File: src/logic/dmc_pkg.sv
`default_nettype none

package dmc_pkg;

    // interval measurement widths
    localparam int TDC_W   = 5;
    localparam int JUDGE_W = TDC_W + 1;     // judge + margin, one bit of headroom

    // end of frame detection
    localparam int IDLE_TIMEOUT = 16;       // quiet cycles before receive done
    localparam int TIMER_W      = 5;        // must hold IDLE_TIMEOUT

    // one TDC strobe, pol is the line level during the interval
    typedef struct packed {
        logic             vld;
        logic             pol;
        logic [TDC_W-1:0] duration;
    } tdc_sample_t;

    // threshold setting of one channel
    typedef struct packed {
        logic [TDC_W-1:0] judge;
        logic [TDC_W-1:0] margin;
    } judge_cfg_t;

    typedef enum logic {
        EDGE_SHORT = 1'b0,
        EDGE_LONG  = 1'b1
    } edge_class_e;

    // classified interval handed to the symbol decoder
    typedef struct packed {
        logic        vld;
        logic        pol;
        edge_class_e cls;
    } edge_item_t;

    typedef enum logic [1:0] {
        ST_IDLE  = 2'd0,    // waiting for the first (truncated) interval
        ST_READY = 2'd1,    // at a symbol boundary
        ST_HALF  = 2'd2     // one short interval seen
    } dec_state_e;

endpackage

`default_nettype wire

File: src/logic/tdc_sample_select.sv
`default_nettype none
`timescale 1ns/100ps

module tdc_sample_select import dmc_pkg::*; (
    input  wire         clk_or_data,
    input  wire         reset_n,
    input  tdc_sample_t sample_a_i,
    input  tdc_sample_t sample_b_i,
    input  judge_cfg_t  cfg_a_i,
    input  judge_cfg_t  cfg_b_i,
    input  wire         arx_en_i,
    input  wire         brx_en_i,
    output tdc_sample_t sample_o,
    output judge_cfg_t  cfg_o
);

    tdc_sample_t pick_sample;               // channel A wins when both enabled
    judge_cfg_t  pick_cfg;
    logic        pick_vld;

    logic             vld_q;
    logic             pol_q;
    logic [TDC_W-1:0] dur_q;
    judge_cfg_t       cfg_q;

    always_comb begin
        if (arx_en_i) begin
            pick_sample = sample_a_i;
            pick_cfg    = cfg_a_i;
        end else begin
            pick_sample = sample_b_i;
            pick_cfg    = cfg_b_i;
        end
    end

    // a strobe on a disabled channel is dropped here
    assign pick_vld = (arx_en_i || brx_en_i) && pick_sample.vld;

    always_ff @(posedge clk_or_data or negedge reset_n) begin
        if (!reset_n) begin
            vld_q <= 1'b0;
        end else begin
            vld_q <= pick_vld;
        end
    end

    // payload follows the selected channel every cycle
    always_ff @(posedge clk_or_data) begin
        pol_q <= pick_sample.pol;
        dur_q <= pick_sample.duration;
        cfg_q <= pick_cfg;                  // cfg travels with its sample
    end

    assign sample_o = '{
        vld:      vld_q,
        pol:      pol_q,
        duration: dur_q
    };

    assign cfg_o = cfg_q;

endmodule

`default_nettype wire

File: src/logic/edge_classifier.sv
`default_nettype none
`timescale 1ns/100ps

module edge_classifier import dmc_pkg::*; (
    input  wire         clk_or_data,
    input  wire         reset_n,
    input  tdc_sample_t sample_i,
    input  judge_cfg_t  cfg_i,
    output edge_item_t  edge_o
);

    logic [JUDGE_W-1:0] limit;              // judge + margin, no overflow
    logic [JUDGE_W-1:0] duration_ext;
    edge_class_e        cls_d;

    logic        vld_q;
    logic        pol_q;
    edge_class_e cls_q;

    assign limit        = {1'b0, cfg_i.judge} + {1'b0, cfg_i.margin};
    assign duration_ext = {1'b0, sample_i.duration};

    // the boundary value itself still counts as short
    assign cls_d = (duration_ext > limit) ? EDGE_LONG : EDGE_SHORT;

    always_ff @(posedge clk_or_data or negedge reset_n) begin
        if (!reset_n) begin
            vld_q <= 1'b0;
        end else begin
            vld_q <= sample_i.vld;
        end
    end

    always_ff @(posedge clk_or_data) begin
        pol_q <= sample_i.pol;
        cls_q <= cls_d;
    end

    assign edge_o = '{
        vld: vld_q,
        pol: pol_q,
        cls: cls_q
    };

endmodule

`default_nettype wire

File: src/logic/dmc_symbol_decoder.sv
`default_nettype none
`timescale 1ns/100ps

module dmc_symbol_decoder import dmc_pkg::*; (
    input  wire        clk_or_data,
    input  wire        reset_n,
    input  edge_item_t edge_i,
    output logic       bit_o,
    output logic       bit_vld_o,
    output logic       frame_error_o,
    output logic       receive_done_o,
    output logic       bit_cnt_begin_o
);

    dec_state_e         state;
    dec_state_e         eff_state;          // state as seen this cycle
    logic [TIMER_W-1:0] quiet_cnt;          // cycles since the last edge
    logic               timeout_hit;
    logic               is_long;

    // the done cycle already belongs to the next frame, so an edge arriving
    // right then is taken as a fresh first interval
    assign eff_state = receive_done_o ? ST_IDLE : state;

    assign is_long = (edge_i.cls == EDGE_LONG);

    // edge strobe in cycle E sets the count to 1, so done shows at E+IDLE_TIMEOUT
    assign timeout_hit = (quiet_cnt == TIMER_W'(IDLE_TIMEOUT - 1));

    always_ff @(posedge clk_or_data or negedge reset_n) begin
        if (!reset_n) begin
            state           <= ST_IDLE;
            quiet_cnt       <= '0;
            bit_vld_o       <= 1'b0;
            frame_error_o   <= 1'b0;
            receive_done_o  <= 1'b0;
            bit_cnt_begin_o <= 1'b0;
        end else begin
            bit_vld_o      <= 1'b0;
            frame_error_o  <= 1'b0;
            receive_done_o <= 1'b0;
            state          <= eff_state;

            if (edge_i.vld) begin
                quiet_cnt <= TIMER_W'(1);
                case (eff_state)
                    ST_IDLE: begin
                        // first interval may be cut short, only its level is used
                        bit_cnt_begin_o <= ~edge_i.pol;
                        state           <= ST_READY;
                    end
                    ST_READY: begin
                        if (is_long) begin
                            bit_vld_o <= 1'b1;      // long interval is a 1
                        end else begin
                            state <= ST_HALF;
                        end
                    end
                    ST_HALF: begin
                        state <= ST_READY;
                        if (is_long) begin
                            frame_error_o <= 1'b1;  // short then long, no symbol
                        end else begin
                            bit_vld_o <= 1'b1;      // two shorts make a 0
                        end
                    end
                    default: begin
                        state <= ST_IDLE;
                    end
                endcase
            end else if (eff_state != ST_IDLE) begin
                quiet_cnt <= quiet_cnt + 1'b1;
                if (timeout_hit) begin
                    // pending half symbol is simply dropped
                    receive_done_o <= 1'b1;
                end
            end
        end
    end

    // bit value only matters while bit_vld_o is high
    always_ff @(posedge clk_or_data) begin
        if (edge_i.vld) begin
            bit_o <= is_long;
        end
    end

endmodule

`default_nettype wire

File: src/logic/dmc_decode_top.sv
`default_nettype none
`timescale 1ns/100ps

module dmc_decode_top import dmc_pkg::*; (
    input  wire         clk_or_data,
    input  wire         reset_n,
    input  tdc_sample_t sample_a_i,
    input  tdc_sample_t sample_b_i,
    input  judge_cfg_t  cfg_a_i,
    input  judge_cfg_t  cfg_b_i,
    input  wire         arx_en_i,
    input  wire         brx_en_i,
    output logic        bit_o,
    output logic        bit_vld_o,
    output logic        frame_error_o,
    output logic        receive_done_o,
    output logic        bit_cnt_begin_o
);

    tdc_sample_t sel_sample;                // stage 1 to stage 2
    judge_cfg_t  sel_cfg;
    edge_item_t  edge_item;                 // stage 2 to decoder

    // channel pick, A before B
    tdc_sample_select u_sample_select (
        .clk_or_data (clk_or_data),
        .reset_n     (reset_n),
        .sample_a_i  (sample_a_i),
        .sample_b_i  (sample_b_i),
        .cfg_a_i     (cfg_a_i),
        .cfg_b_i     (cfg_b_i),
        .arx_en_i    (arx_en_i),
        .brx_en_i    (brx_en_i),
        .sample_o    (sel_sample),
        .cfg_o       (sel_cfg)
    );

    // short or long against judge + margin
    edge_classifier u_edge_classifier (
        .clk_or_data (clk_or_data),
        .reset_n     (reset_n),
        .sample_i    (sel_sample),
        .cfg_i       (sel_cfg),
        .edge_o      (edge_item)
    );

    // intervals to bits, framing and end of frame
    dmc_symbol_decoder u_symbol_decoder (
        .clk_or_data     (clk_or_data),
        .reset_n         (reset_n),
        .edge_i          (edge_item),
        .bit_o           (bit_o),
        .bit_vld_o       (bit_vld_o),
        .frame_error_o   (frame_error_o),
        .receive_done_o  (receive_done_o),
        .bit_cnt_begin_o (bit_cnt_begin_o)
    );

endmodule

`default_nettype wire

File: config.mk
export PLATFORM = sky130hd
export DESIGN_NAME = dmc_decode_top
export DESIGN_NICKNAME = d
export VERILOG_FILES = /design/src/logic/dmc_pkg.sv /design/src/logic/tdc_sample_select.sv /design/src/logic/edge_classifier.sv /design/src/logic/dmc_symbol_decoder.sv /design/src/logic/dmc_decode_top.sv
export SDC_FILE = /design/constraint.sdc
export NUM_CORES = 1
export LEC_CHECK = 0
export ABC_AREA = 1
export BUFFER_PORTS_ARGS = -buffer_cell sky130_fd_sc_hd__buf_4
export CAP_MARGIN = 20
export CORE_MARGIN = 10
export CORE_UTILIZATION = 39
export CTS_BUF_LIST = sky130_fd_sc_hd__clkbuf_8
export DETAILED_ROUTE_END_ITERATION = 8
export GPL_ROUTABILITY_DRIVEN = 0
export PLACE_DENSITY = 0.65
export SLEW_MARGIN = 20
export SYNTH_ARGS = -nofsm -noshare
export SYNTH_HDL_FRONTEND = slang
export SYNTH_SLANG_ARGS = --single-unit
File: constraint.sdc
create_clock -name clk_or_data -period 2.2 [get_ports clk_or_data]
set_input_delay 0.44 -clock clk_or_data [delete_from_list [all_inputs] [get_ports clk_or_data]]
set_output_delay 0.44 -clock clk_or_data [all_outputs]
set_load 0.005 [all_outputs]
[After elaboration in Yosys (flattened, before gate mapping)]
Cells that the tools add are included.
Storage, ports and cells
  memories: 0
  logic and storage cells: 47
  register bits after elaboration: 32
  output and inout bits: 5
  bits in writable memories: 0
  latch bits: 0
  bits in read-only memories: 0
  input bits: 38
Cells by class
  shift-type cells: 0
  add/sub/neg operators: 2
  equality and inequality tests: 3
  $mul: 0
  div/mod/pow operators: 0
  bitwise logic cells: 1
  muxes and demuxes: 18
  magnitude comparators: 1
  reduce and logical (&&, ||, !) cells: 7
Operators by type and width (count)
  two-way mux 10 bit: 1
  two-way mux 5 bit: 2
  two-way mux 1 bit: 9
  two-way mux 7 bit: 1
  adder 5 x 5 -> 6 bit: 1
  greater-than comparator 5 x 6 -> 1 bit: 1
  two-way mux 2 bit: 3
  adder 5 x 1 -> 5 bit (second input constant): 1
  == test 5 x 4 -> 1 bit (second input constant): 1
  case mux 2 bit (2 select lines): 1
  nonzero test 2 bit: 2
  == test 2 x 1 -> 1 bit (second input constant): 1
  == test 2 bit (second input constant): 1
  logical NOT 2 bit: 1
  case mux 1 bit (2 select lines): 1
  AND reduction 2 bit: 1
  OR reduction 2 bit: 1
  logical AND 1 bit: 1
  logical OR 1 bit: 1
  inverter 1 bit: 1

[Depth between registers and ports, before layout]
Gate-level depths: netlist (run 1).
  depth after elaboration: 5
  mapped depth: 11
  gate-level depth less buffers: 11

[Cells and area by module]
A second synthesis (run 1) with hierarchy kept.
Unflattened totals
  cells, all modules: 186
  area, all modules: 1544.0 um^2
By module, submodules not included
  tdc_sample_select: cells an instance 74, sequential area each 345.3 um^2, instances 1, area an instance 616.8 um^2
  dmc_symbol_decoder: cells an instance 62, sequential area each 305.3 um^2, instances 1, area an instance 538.0 um^2
  edge_classifier: cells an instance 50, sequential area each 65.1 um^2, instances 1, area an instance 389.1 um^2

[Worst setup path before layout (run 1)]
Ideal clock, no wire load.
  path type: register to register
  start: register u_sample_select.cfg_q, in the netlist u_sample_select.cfg_o[0]
  end: register u_edge_classifier.cls_q
  required time: 2.130 ns
  slack: 0.365 ns
  buffers on the path: 0
  data arrival time: 1.766 ns
  stages on the path, launching flop included: 12
  period minus slack after synthesis: 1.835 ns
  library setup time: 0.070 ns
  cell sequence: dfxtp_1 -> ha_1 -> inv_1 -> fa_1 -> o21ai_0 -> xnor2_1 -> ha_1 -> nand3_1 -> nor2_1 -> nor2_1 -> nand2_1 -> a21oi_1
Between the ends
  word-level cells in the longest chain between the ends: 3
Ends and longest elaborated chain
  from (decl): RTL line tdc_sample_select.sv:24  | judge_cfg_t cfg_q;
  from (signal assigned): RTL line tdc_sample_select.sv:51  | cfg_q <= pick_cfg;
  adder 5 x 5 -> 6 bit: RTL line edge_classifier.sv:20  | assign limit = {1'b0, cfg_i.judge} + {1'b0, cfg_i.margin};
  greater-than comparator 5 x 6 -> 1 bit: RTL line edge_classifier.sv:24  | assign cls_d = (duration_ext > limit) ? EDGE_LONG : EDGE_SHORT;
  two-way mux 1 bit: RTL line edge_classifier.sv:24
  named net u_edge_classifier.cls_d: RTL line edge_classifier.sv:14  | edge_class_e cls_d;
  to (signal assigned): RTL line edge_classifier.sv:36  | cls_q <= cls_d;
  to (decl): RTL line edge_classifier.sv:18  | edge_class_e cls_q;
The timed path passes the listed nets, and every way through them passes these cells.
A chain may end at the register's enable or synchronous reset.

[Final worst setup path (run 1)]
Ends and elaborated chain as after synthesis.

==> impl_metrics.csv, run 1 <==
group,metric,value,unit
run_status,status,"finished clean",
die,initial_core_util,40.1,%
route,dr.pass1.iters,4,
final_layout,area_growth,30.6,%
pwr,p_leak,0.945,nW
pwr,peakVddDrop,0.000465,V
clocking,cts_tree,"done",
synth,synth.area.top_cells,"dfxtp_1 (25%), dfrtp_1 (22%), mux2_2 (12%)",
final_layout,fillers,332,
route,drc,0,
clocking,cts_setup_buffers,0,
setup_path,cp_cell_sequence,"ha_1 > inv_1 > fa_1 > o21ai_0 > xnor2_1 > ha_1 > nand3_1 > nor2_1 > nor2_1 > nand2_1 > a21oi_1",
synth,synth_top_area_cell,"dfxtp_1",
synth,synth.top_cell.area_share,24.7,%
synth,ys_ff_latch,32,
die,ios,43,
sta,rsz0062_at_grt,"false",
clocking,ctsHoldBuffers,1,
clocking,cts_buffers,5,
setup_path,reg2reg_slack,0.22,ns
setup_path,criticalPathCategory,"reg -> reg",
synth,syn_avg_cell_area,10.0,um^2
route,final_antenna_net_count,0,
clocking,post_cts_resized,0,
sta,finalClockSkew,0.00102,ns
synth,yosys_warnings,0,
route,first_iter_violations,49,
pwr,powerDensity,822,nW/um^2
setup_path,critPathArrivalTime,2.19,ns
place,port_buffers,42,
clocking,path_clk_slew,0.06,ns
global_routing,grt_max_degree,19,
final_layout,insertedDiodeCount,0,
synth,yosysUniqueCellTypes,21,
global_routing,grt_pass1_vias,1162,
synth,synthesis.area,1460,um^2
setup_path,critPathBufInv,1,
sta,setup_tns,0,ns
min_path,hold_end,"u_edge_classifier.pol_q",
synth,synth_fp_nets,196,
place,dp_hpwl,2390,um
sta,slew-limit-headroom,81.2,%
setup_path,cp-end-kind,"flip-flop",
final_layout,drive_gt1_share,35.6,%
run,maxCapViolations,0,
sta,tightest_slew,0.281,ns
synth,seq_area_frac_synth,49.1,%
die,die-height,81.1,um
route,wirelength,2880,um
setup_path,reg2reg_to,"u_edge_classifier.cls_q",
place,dp.cells,233,
die,core-area,3630,um^2
sta,setup_viol,0,
die,die_w,81.1,um
synth,syn_inst,145,
setup_path,max_stage_delay,0.40,ns
clocking,htreeDepth,2,
clocking,clockBufferDepth,2,
clocking,clkLatencyLatePin,0.28,ns
die,die-area,6580,um^2
min_path,hp-start,"u_sample_select.pol_q",
clocking,cts_root_buffer,"clkbuf_8",
global_routing,grt-ovfl-total,0,
route,wire_per_inst,11.9,um
global_routing,grt_pass1_wl,4910,um
route,num_vias,1082,
setup_path,cp-start-kind,"flip-flop",
route,via_per_inst,4.47,
min_path,worstHoldPathCells,0,
sta,finalCritPeriodShare,90.0,%
setup_path,crit_family,"adder cells",
setup_path,cp_max_fo,2,
sta,final.min_clock_period,1.98,ns
die,num_rows,22,
clocking,numClockSinks,32,
setup_path,r2r_cells,11,
setup_path,required,2.41,ns
min_path,hold_path_class,"reg -> reg",
sta,clock.fmax,0.505,GHz
sta,hold_violations,0,
global_routing,antenna_found_initial,0,
final_layout,fin_nets,244,
setup_path,cpMaxStageDelayCell,"fa_1",
final_layout,finalNonFillerCells,242,
global_routing,grtUsageTotal,9.66,%
sta,drv_slew,0,
setup_path,r2r_start,"u_sample_select.cfg_o[0]",
[cells in the mapped netlist (all sizes together)]
library cell and count:
inv 20, a21o 1, fa 1, xnor2 2
edfxtp 1, xor2 1, o21ai 7, dfrtp 13
buf 2, nor2 6, o22ai 3, nor3 1
nand2 27, nand3 4, a21oi 9, or2 1
mux2 16, ha 12, dfxtp 18
[worst max-delay path by stage]
| stage | startpoint | to | slack [ns] | cells past startpoint |
|---|---|---|---|---|
| final | u_sample_select.cfg_o[0] | u_edge_classifier.cls_q | 0.22 | 11 |
| after global routing | u_sample_select.cfg_o[0] | u_edge_classifier.cls_q | 0.03 | 11 |
| after floorplan | u_sample_select.cfg_o[0] | u_edge_classifier.cls_q | 0.36 | 11 |
| after global placement | u_sample_select.cfg_o[0] | u_edge_classifier.cls_q | 0.30 | 11 |
| after CTS | u_sample_select.cfg_o[0] | u_edge_classifier.cls_q | 0.19 | 11 |
| after detailed placement | u_sample_select.cfg_o[0] | u_edge_classifier.cls_q | 0.23 | 11 |
[power by group]
group	internal, mW	leakage [nW]	total, mW	switching [mW]
combinational	0.205	0.568	0.425	0.220
sequential	0.680	0.332	0.729	0.0488
clock	0.214	0.0453	0.410	0.196
total	1.10	0.945	1.56	0.464
[final cells by class]
cell class                 instances  area (um^2)  area share (%)
clock buffer                       5         68.8            3.62
inverter                          20         75.1            3.95
timing repair buffer              43          325            17.1
sequential                        32          716            37.6
multi-input combinational         91          643            33.8
tap                               48         60.1            3.16
clock inverter                     3         13.8           0.724
[logic make-up after synthesis]
kind of cell / Yosys count / synth area share, %
buffers and inverters: 22 / 6.70
AND/OR/NAND/NOR: 39 / 11.0
flip-flops: 32 / 49.1
XOR/XNOR: 3 / 1.80
adder cells (fa/ha/maj): 13 / 11.7
AO/OA/AOI/OAI: 20 / 7.30
multiplexers: 16 / 12.4
[metrics by stage]
stage | util, % | setup WS [ns] | instance area (um^2) | power (mW) | hold slack, ns
floorplan | - | 0.365 | 1460 | 1.02 | 0.144
global route | 52.3 | 0.0269 | 1900 | 1.69 | 0.335
CTS | 52.3 | 0.193 | 1900 | 1.59 | 0.331
finish | 52.3 | 0.219 | 1900 | 1.56 | 0.327
detailed placement | 49.8 | 0.231 | 1810 | 1.17 | 0.291
global placement | 49.8 | 0.299 | 1810 | 1.14 | 0.290
[routing by layer]
metal,track usage (%),share of wire [%],vias up
met3,5.74,8.7,7
met4,4.15,2.2,0
met2,16.9,51,35
met5,0,0,-
li1,-,-,570
met1,8.96,38,470
[cell usage in the layout, fill, tap and decap left out, types with 3 or more instances in the layout]
cell      Yosys  layout
dfxtp_1      18      18
inv_1        18      18
nand2_1      25      25
a21oi_1       9       9
nand3_1       4       4
o21ai_0       7       7
dfrtp_1      13      13
ha_1         12      12
o22ai_1       3       3
mux2_2       16      16
nor2_1        6       6
buf_4         0      42
clkbuf_8      0       5
[registers in the layout (all words and copies together), names as in the netlist]
name / flops
u_symbol_decoder.receive_done_o: 1
u_sample_select.cfg_o: 10
u_symbol_decoder.quiet_cnt: 5
u_symbol_decoder.bit_cnt_begin_o: 1
u_edge_classifier.pol_q: 1
u_sample_select.vld_q: 1
u_symbol_decoder.frame_error_o: 1
u_edge_classifier.vld_q: 1
u_edge_classifier.cls_q: 1
u_symbol_decoder.state: 2
u_symbol_decoder.bit_vld_o: 1
u_symbol_decoder.bit_o: 1
u_sample_select.dur_q: 5
u_sample_select.pol_q: 1
Note: power is estimated with default switching activity, not from simulation.
==> inputs of run 2 (changes only) <==
- CELL_PAD_IN_SITES_DETAIL_PLACEMENT: not set -> 1
- CELL_PAD_IN_SITES_GLOBAL_PLACEMENT: not set -> 2
- CORE_UTILIZATION: 39 -> 32
- PLACE_DENSITY: 0.65 -> 0.83
==> run 2 against run 1 <==
Compared with the run above:
- sequential share of layout area decreased by 0.44 points
- critical path depth unchanged
- non-clock buffer count unchanged
- via count increased by 4.9%
- global-route usage decreased by 0.068 points
- total power increased by 6.0%
- sequential power about the same
- routed wire length increased by 18%
- die area increased by 16%
- critical endpoint unchanged
- largest cell class unchanged
- highest routed layer unchanged
==> impl_metrics.csv, run 2 (synthesis gave the netlist of run 1 again) <==
group,metric,value,unit
die,initial_core_util,33.2,%
die,core-area,4380,um^2
setup_path,cp_max_fo,2,
clocking,path_clk_slew,0.07,ns
setup_path,critPathArrivalTime,2.18,ns
global_routing,grt-ovfl-total,0,
global_routing,grt_pass1_vias,1316,
pwr,p_leak,0.955,nW
die,die-area,7650,um^2
clocking,cts_setup_buffers,0,
route,drc,0,
setup_path,max_stage_delay,0.39,ns
final_layout,drive_gt1_share,35.6,%
place,dp_hpwl,2800,um
sta,rsz0062_at_grt,"false",
place,port_buffers,42,
route,wirelength,3390,um
die,die_w,87.5,um
sta,hold_violations,0,
route,num_vias,1135,
route,first_iter_violations,3,
setup_path,cp-start-kind,"flip-flop",
die,ios,43,
clocking,cts_tree,"done",
setup_path,required,2.42,ns
final_layout,area_growth,32.1,%
route,final_antenna_net_count,0,
min_path,worstHoldPathCells,0,
pwr,peakVddDrop,0.000343,V
final_layout,layout_commonest_cell,"buf_4",
clocking,post_cts_resized,0,
route,via_per_inst,4.61,
final_layout,mostFrequentLayoutCells,"buf_4 (42), nand2_1 (25), inv_1 (19)",
die,die-height,87.5,um
clocking,clkLatencyLatePin,0.29,ns
sta,tightest_slew,0.288,ns
sta,clock.fmax,0.510,GHz
final_layout,largest_reg_flops,10,
sta,slew-limit-headroom,80.8,%
final_layout,insertedDiodeCount,0,
sta,setup_viol,0,
setup_path,reg2reg_to,"u_edge_classifier.cls_q",
final_layout,fin_nets,244,
clocking,htreeDepth,2,
global_routing,antenna_found_initial,0,
route,wire_per_inst,13.8,um
clocking,cts_root_buffer,"clkbuf_8",
pwr,powerDensity,862,nW/um^2
min_path,hold_path_class,"reg -> reg",
route,dr.pass1.iters,4,
setup_path,cp_cell_sequence,"ha_1 > inv_1 > fa_1 > o21ai_0 > xnor2_1 > ha_1 > nand3_1 > nor2_1 > nor2_1 > nand2_1 > a21oi_1",
clocking,clockBufferDepth,2,
global_routing,grt_max_degree,19,
setup_path,r2r_cells,11,
setup_path,cpMaxStageDelayCell,"fa_1",
setup_path,critPathLaunch,"u_sample_select.cfg_o[0]",
clocking,ctsHoldBuffers,1,
global_routing,grt_pass1_wl,5710,um
setup_path,reg2reg_slack,0.24,ns
sta,setup_tns,0,ns
sta,drv_slew,0,
final_layout,multi_input_area,643,um^2
final_layout,seq_area,716,um^2
setup_path,cp-end-kind,"flip-flop",
sta,finalCritPeriodShare,89.1,%
run,maxCapViolations,0,
clocking,cts_buffers,5,
run_status,status,"finished clean",
clocking,numClockSinks,32,
setup_path,criticalPathCategory,"reg -> reg",
sta,final.min_clock_period,1.96,ns
pwr,total_power,1.66,mW
sta,finalClockSkew,0.00930,ns
setup_path,r2r_start,"u_sample_select.cfg_o[0]",
setup_path,crit_end,"u_edge_classifier.cls_q",
global_routing,grtUsageTotal,9.59,%
final_layout,fillers,513,
die,num_rows,24,
## run 2: final cells by class
class / count / area share, %
multi-input combinational: 91 / 33.4
clock buffer: 7 / 5.01
inverter: 20 / 3.90
timing repair buffer: 43 / 16.9
sequential: 32 / 37.2
tap: 52 / 3.38
clock inverter: 1 / 0.195
## run 2: power by group
group          switching, mW  internal [mW]
Sequential            0.0506          0.680
Combinational          0.230          0.204
Clock                  0.213          0.281
Total                  0.493           1.16
## run 2: metal layers
| metal | global-route usage [%] | routed length, um | share of wire (%) | vias to the layer above |
|---|---|---|---|---|
| met2 | 18.0 | 1870 | 55 | 31 |
| met3 | 4.96 | 247 | 7.3 | 7 |
| met1 | 8.08 | 1210 | 36 | 529 |
| met4 | 4.35 | 63 | 1.9 | 0 |
| met5 | 0 | 0 | 0 | - |
| li1 | - | - | - | 568 |
## run 2: stage by stage
step	hold slack [ns]	worst slack (ns)	cells	cell area, um^2	util [%]
after floorplan	0.144	0.365	145	1460	-
after global placement	0.292	0.289	237	1810	41.4
after detailed placement	0.297	0.220	237	1810	41.4
after CTS	0.330	0.215	246	1920	43.9
after global routing	0.341	0.0441	246	1920	43.9
final	0.327	0.240	246	1920	43.9
## run 2: how the worst min path moves through the flow
| stage | start | end | slack [ns] |
|---|---|---|---|
| after floorplan | reset_n | u_edge_classifier.vld_q | 0.14 |
| after global placement | reset_n | u_symbol_decoder.quiet_cnt[1] | 0.29 |
| after detailed placement | reset_n | u_symbol_decoder.quiet_cnt[0] | 0.30 |
| after CTS | u_sample_select.pol_q | u_edge_classifier.pol_q | 0.33 |
| after global routing | u_sample_select.pol_q | u_edge_classifier.pol_q | 0.34 |
| final | u_sample_select.pol_q | u_edge_classifier.pol_q | 0.33 |
## run 2: worst max-delay path: cells and delay by family (launching register included)
family          cells  cell delay, ns
buf+inv             1            0.05
flops               1            0.31
fa+ha+maj           3            0.81
compound gates      2            0.32
xor+xnor            1            0.16
simple gates        4            0.24
==> inputs of run 3 (changes only) <==
- CORE_MARGIN: 10 -> 1
- CORE_UTILIZATION: 32 -> 34
- PLACE_DENSITY: 0.83 -> 0.87
- clock period: 2.2 -> 2.4 ns (I/O delays scaled with it)
==> run 3 against run 2 <==
Compared with the run above:
- cell area is 1.6% lower
- clock power is 23% lower
- global-route usage increased by 6.7 points
- setup slack gained 0.16 ns
- combinational power decreased by 8.3%
- routed wire length fell by 13%
- non-clock buffer count down 1
- via count fell by 1.1%
- worst hold slack got worse by 0.31 ns
- fmax decreased by 2.1%
- critical path depth did not move
- critical endpoint unchanged
- highest routed layer unchanged
==> impl_metrics.csv, run 3 (synthesis gave the netlist of run 1 again) <==
group,metric,value,unit
final_layout,utilization,46.7,%
setup_path,critPathBufInv,1,
setup_path,crit_family,"adder cells",
sta,setup_tns,0,ns
route,num_vias,1122,
sta,finalCritPeriodShare,83.4,%
setup_path,cp-end-kind,"flip-flop",
clocking,cts_root_buffer,"clkbuf_8",
sta,clock.fmax,0.500,GHz
setup_path,r2r_start,"u_sample_select.cfg_o[5]",
die,ios,43,
pwr,swShare,30.5,%
die,core-area,4060,um^2
pwr,p_sw,441,uW
final_layout,fillers,473,
setup_path,criticalPathCategory,"reg -> reg",
place,dp_hpwl,2420,um
clocking,cts_buffers,5,
sta,rsz0062_at_grt,"false",
run_status,status,"finished clean",
final_layout,layout_commonest_cell,"buf_4",
sta,setup_viol,0,
setup_path,critPathArrivalTime,2.22,ns
final_layout,seq_area,716,um^2
final_layout,area_growth,30.0,%
place,dp_worst_setup_slack,0.418,ns
die,die-area,4550,um^2
final_layout,stdcell_area,1890,um^2
final_layout,mostFrequentLayoutCells,"buf_4 (42), nand2_1 (25), inv_1 (20)",
die,initial_core_util,35.9,%
setup_path,cp-start-kind,"flip-flop",
route,final_antenna_net_count,0,
die,num_rows,23,
sta,tightest_slew,0.299,ns
pwr,p_leak,0.946,nW
final_layout,multi_input_area,643,um^2
clocking,cts_tree,"done",
global_routing,grt_max_degree,19,
final_layout,fin_nets,243,
setup_path,cp_max_fo,2,
global_routing,grtUsageTotal,16.3,%
die,die-height,67.5,um
sta,slew-limit-headroom,80.1,%
pwr,intPower,1.01,mW
route,first_iter_violations,43,
global_routing,grt-ovfl-total,0,
setup_path,critPathLaunch,"u_sample_select.cfg_o[5]",
sta,finalClockSkew,0.00750,ns
clocking,post_cts_resized,0,
setup_path,cp_cell_sequence,"ha_1 > inv_1 > fa_1 > o21ai_0 > xnor2_1 > ha_1 > nand3_1 > nor2_1 > nor2_1 > nand2_1 > a21oi_1",
clocking,clockBufferDepth,2,
place,placed_area,1810,um^2
clocking,htreeDepth,2,
pwr,share_comb_of_total_power,27.5,%
sta,final.min_clock_period,2.00,ns
final_layout,largest_reg_flops,10,
route,via_per_inst,4.62,
sta,hold_violations,0,
global_routing,antenna_found_initial,0,
pwr,pwr-share-clk,26.2,%
clocking,path_clk_slew,0.07,ns
setup_path,reg2reg_slack,0.40,ns
pwr,powerDensity,764,nW/um^2
global_routing,grt_pass1_vias,1184,
clocking,clkLatencyLatePin,0.29,ns
place,port_buffers,42,
setup_path,required,2.62,ns
pwr,peakVddDrop,0.000276,V
run,maxCapViolations,0,
final_layout,drive_gt1_share,35.2,%
clocking,ctsHoldBuffers,0,
clocking,cts_setup_buffers,0,
global_routing,grt_pass1_wl,5050,um
sta,drv_slew,0,
route,wire_per_inst,12.2,um
sta,setup_ws,0.398,ns
route,wirelength,2960,um
setup_path,cpMaxStageDelayCell,"fa_1",
min_path,hold_path_class,"in -> async",
setup_path,max_stage_delay,0.40,ns
die,die_w,67.5,um
pwr,total_power,1.45,mW
route,drc,0,
pwr,seqPwrFrac,46.2,%
final_layout,insertedDiodeCount,0,
route,dr.pass1.iters,3,
clocking,numClockSinks,32,
-- run 3: changes by cell type in the layout (fill, tap and decap cells not counted) --
cell           change
inv_1              +1
clkinv_2           +1
dlygate4sd3_1      -1
clkbuf_8           -2
-- run 3: path summary, 6_finish.rpt --
check,to,depth (start not counted)
min in group clk_or_data,u_edge_classifier.vld_q,0
min reg2reg,u_edge_classifier.vld_q,0
max,u_edge_classifier.cls_q,11
max reg2reg,u_edge_classifier.cls_q,11
max in group asynchronous,u_symbol_decoder.bit_vld_o,1
min,u_symbol_decoder.quiet_cnt[4],1
-- run 3: per-stage QoR --
| step | cells | hold slack [ns] |
|---|---|---|
| 2_1_floorplan | 145 | 0.184 |
| 3_3_place_gp | 235 | 0.315 |
| 3_5_place_dp | 235 | 0.337 |
| 4_1_cts | 243 | 0.0199 |
| 5_1_grt | 243 | 0.0178 |
| 6_report | 243 | 0.0199 |
-- run 3: power groups by stage --
stage / Clock (mW) / Combinational [mW] / Sequential, mW
after floorplan: 0 / 0.263 / 0.669
after global placement: 0 / 0.380 / 0.675
after detailed placement: 0 / 0.402 / 0.682
after CTS: 0.398 / 0.406 / 0.671
after global routing: 0.419 / 0.464 / 0.680
final: 0.379 / 0.398 / 0.668
-- run 3: layout make-up --
type | instances | share of cell area (%)
Sequential cell | 32 | 37.8
Clock inverter | 3 | 0.661
Inverter | 20 | 3.97
Multi-Input combinational cell | 91 | 34.0
Tap cell | 50 | 3.30
Timing Repair Buffer | 42 | 16.7
Clock buffer | 5 | 3.64
-- run 3: routing by layer --
layer / routed length, um / global-route usage [%]
met3: 185 / 6.76
met1: 1240 / 16.6
met4: 61 / 8.78
met2: 1470 / 28.0
met5: 0 / 0
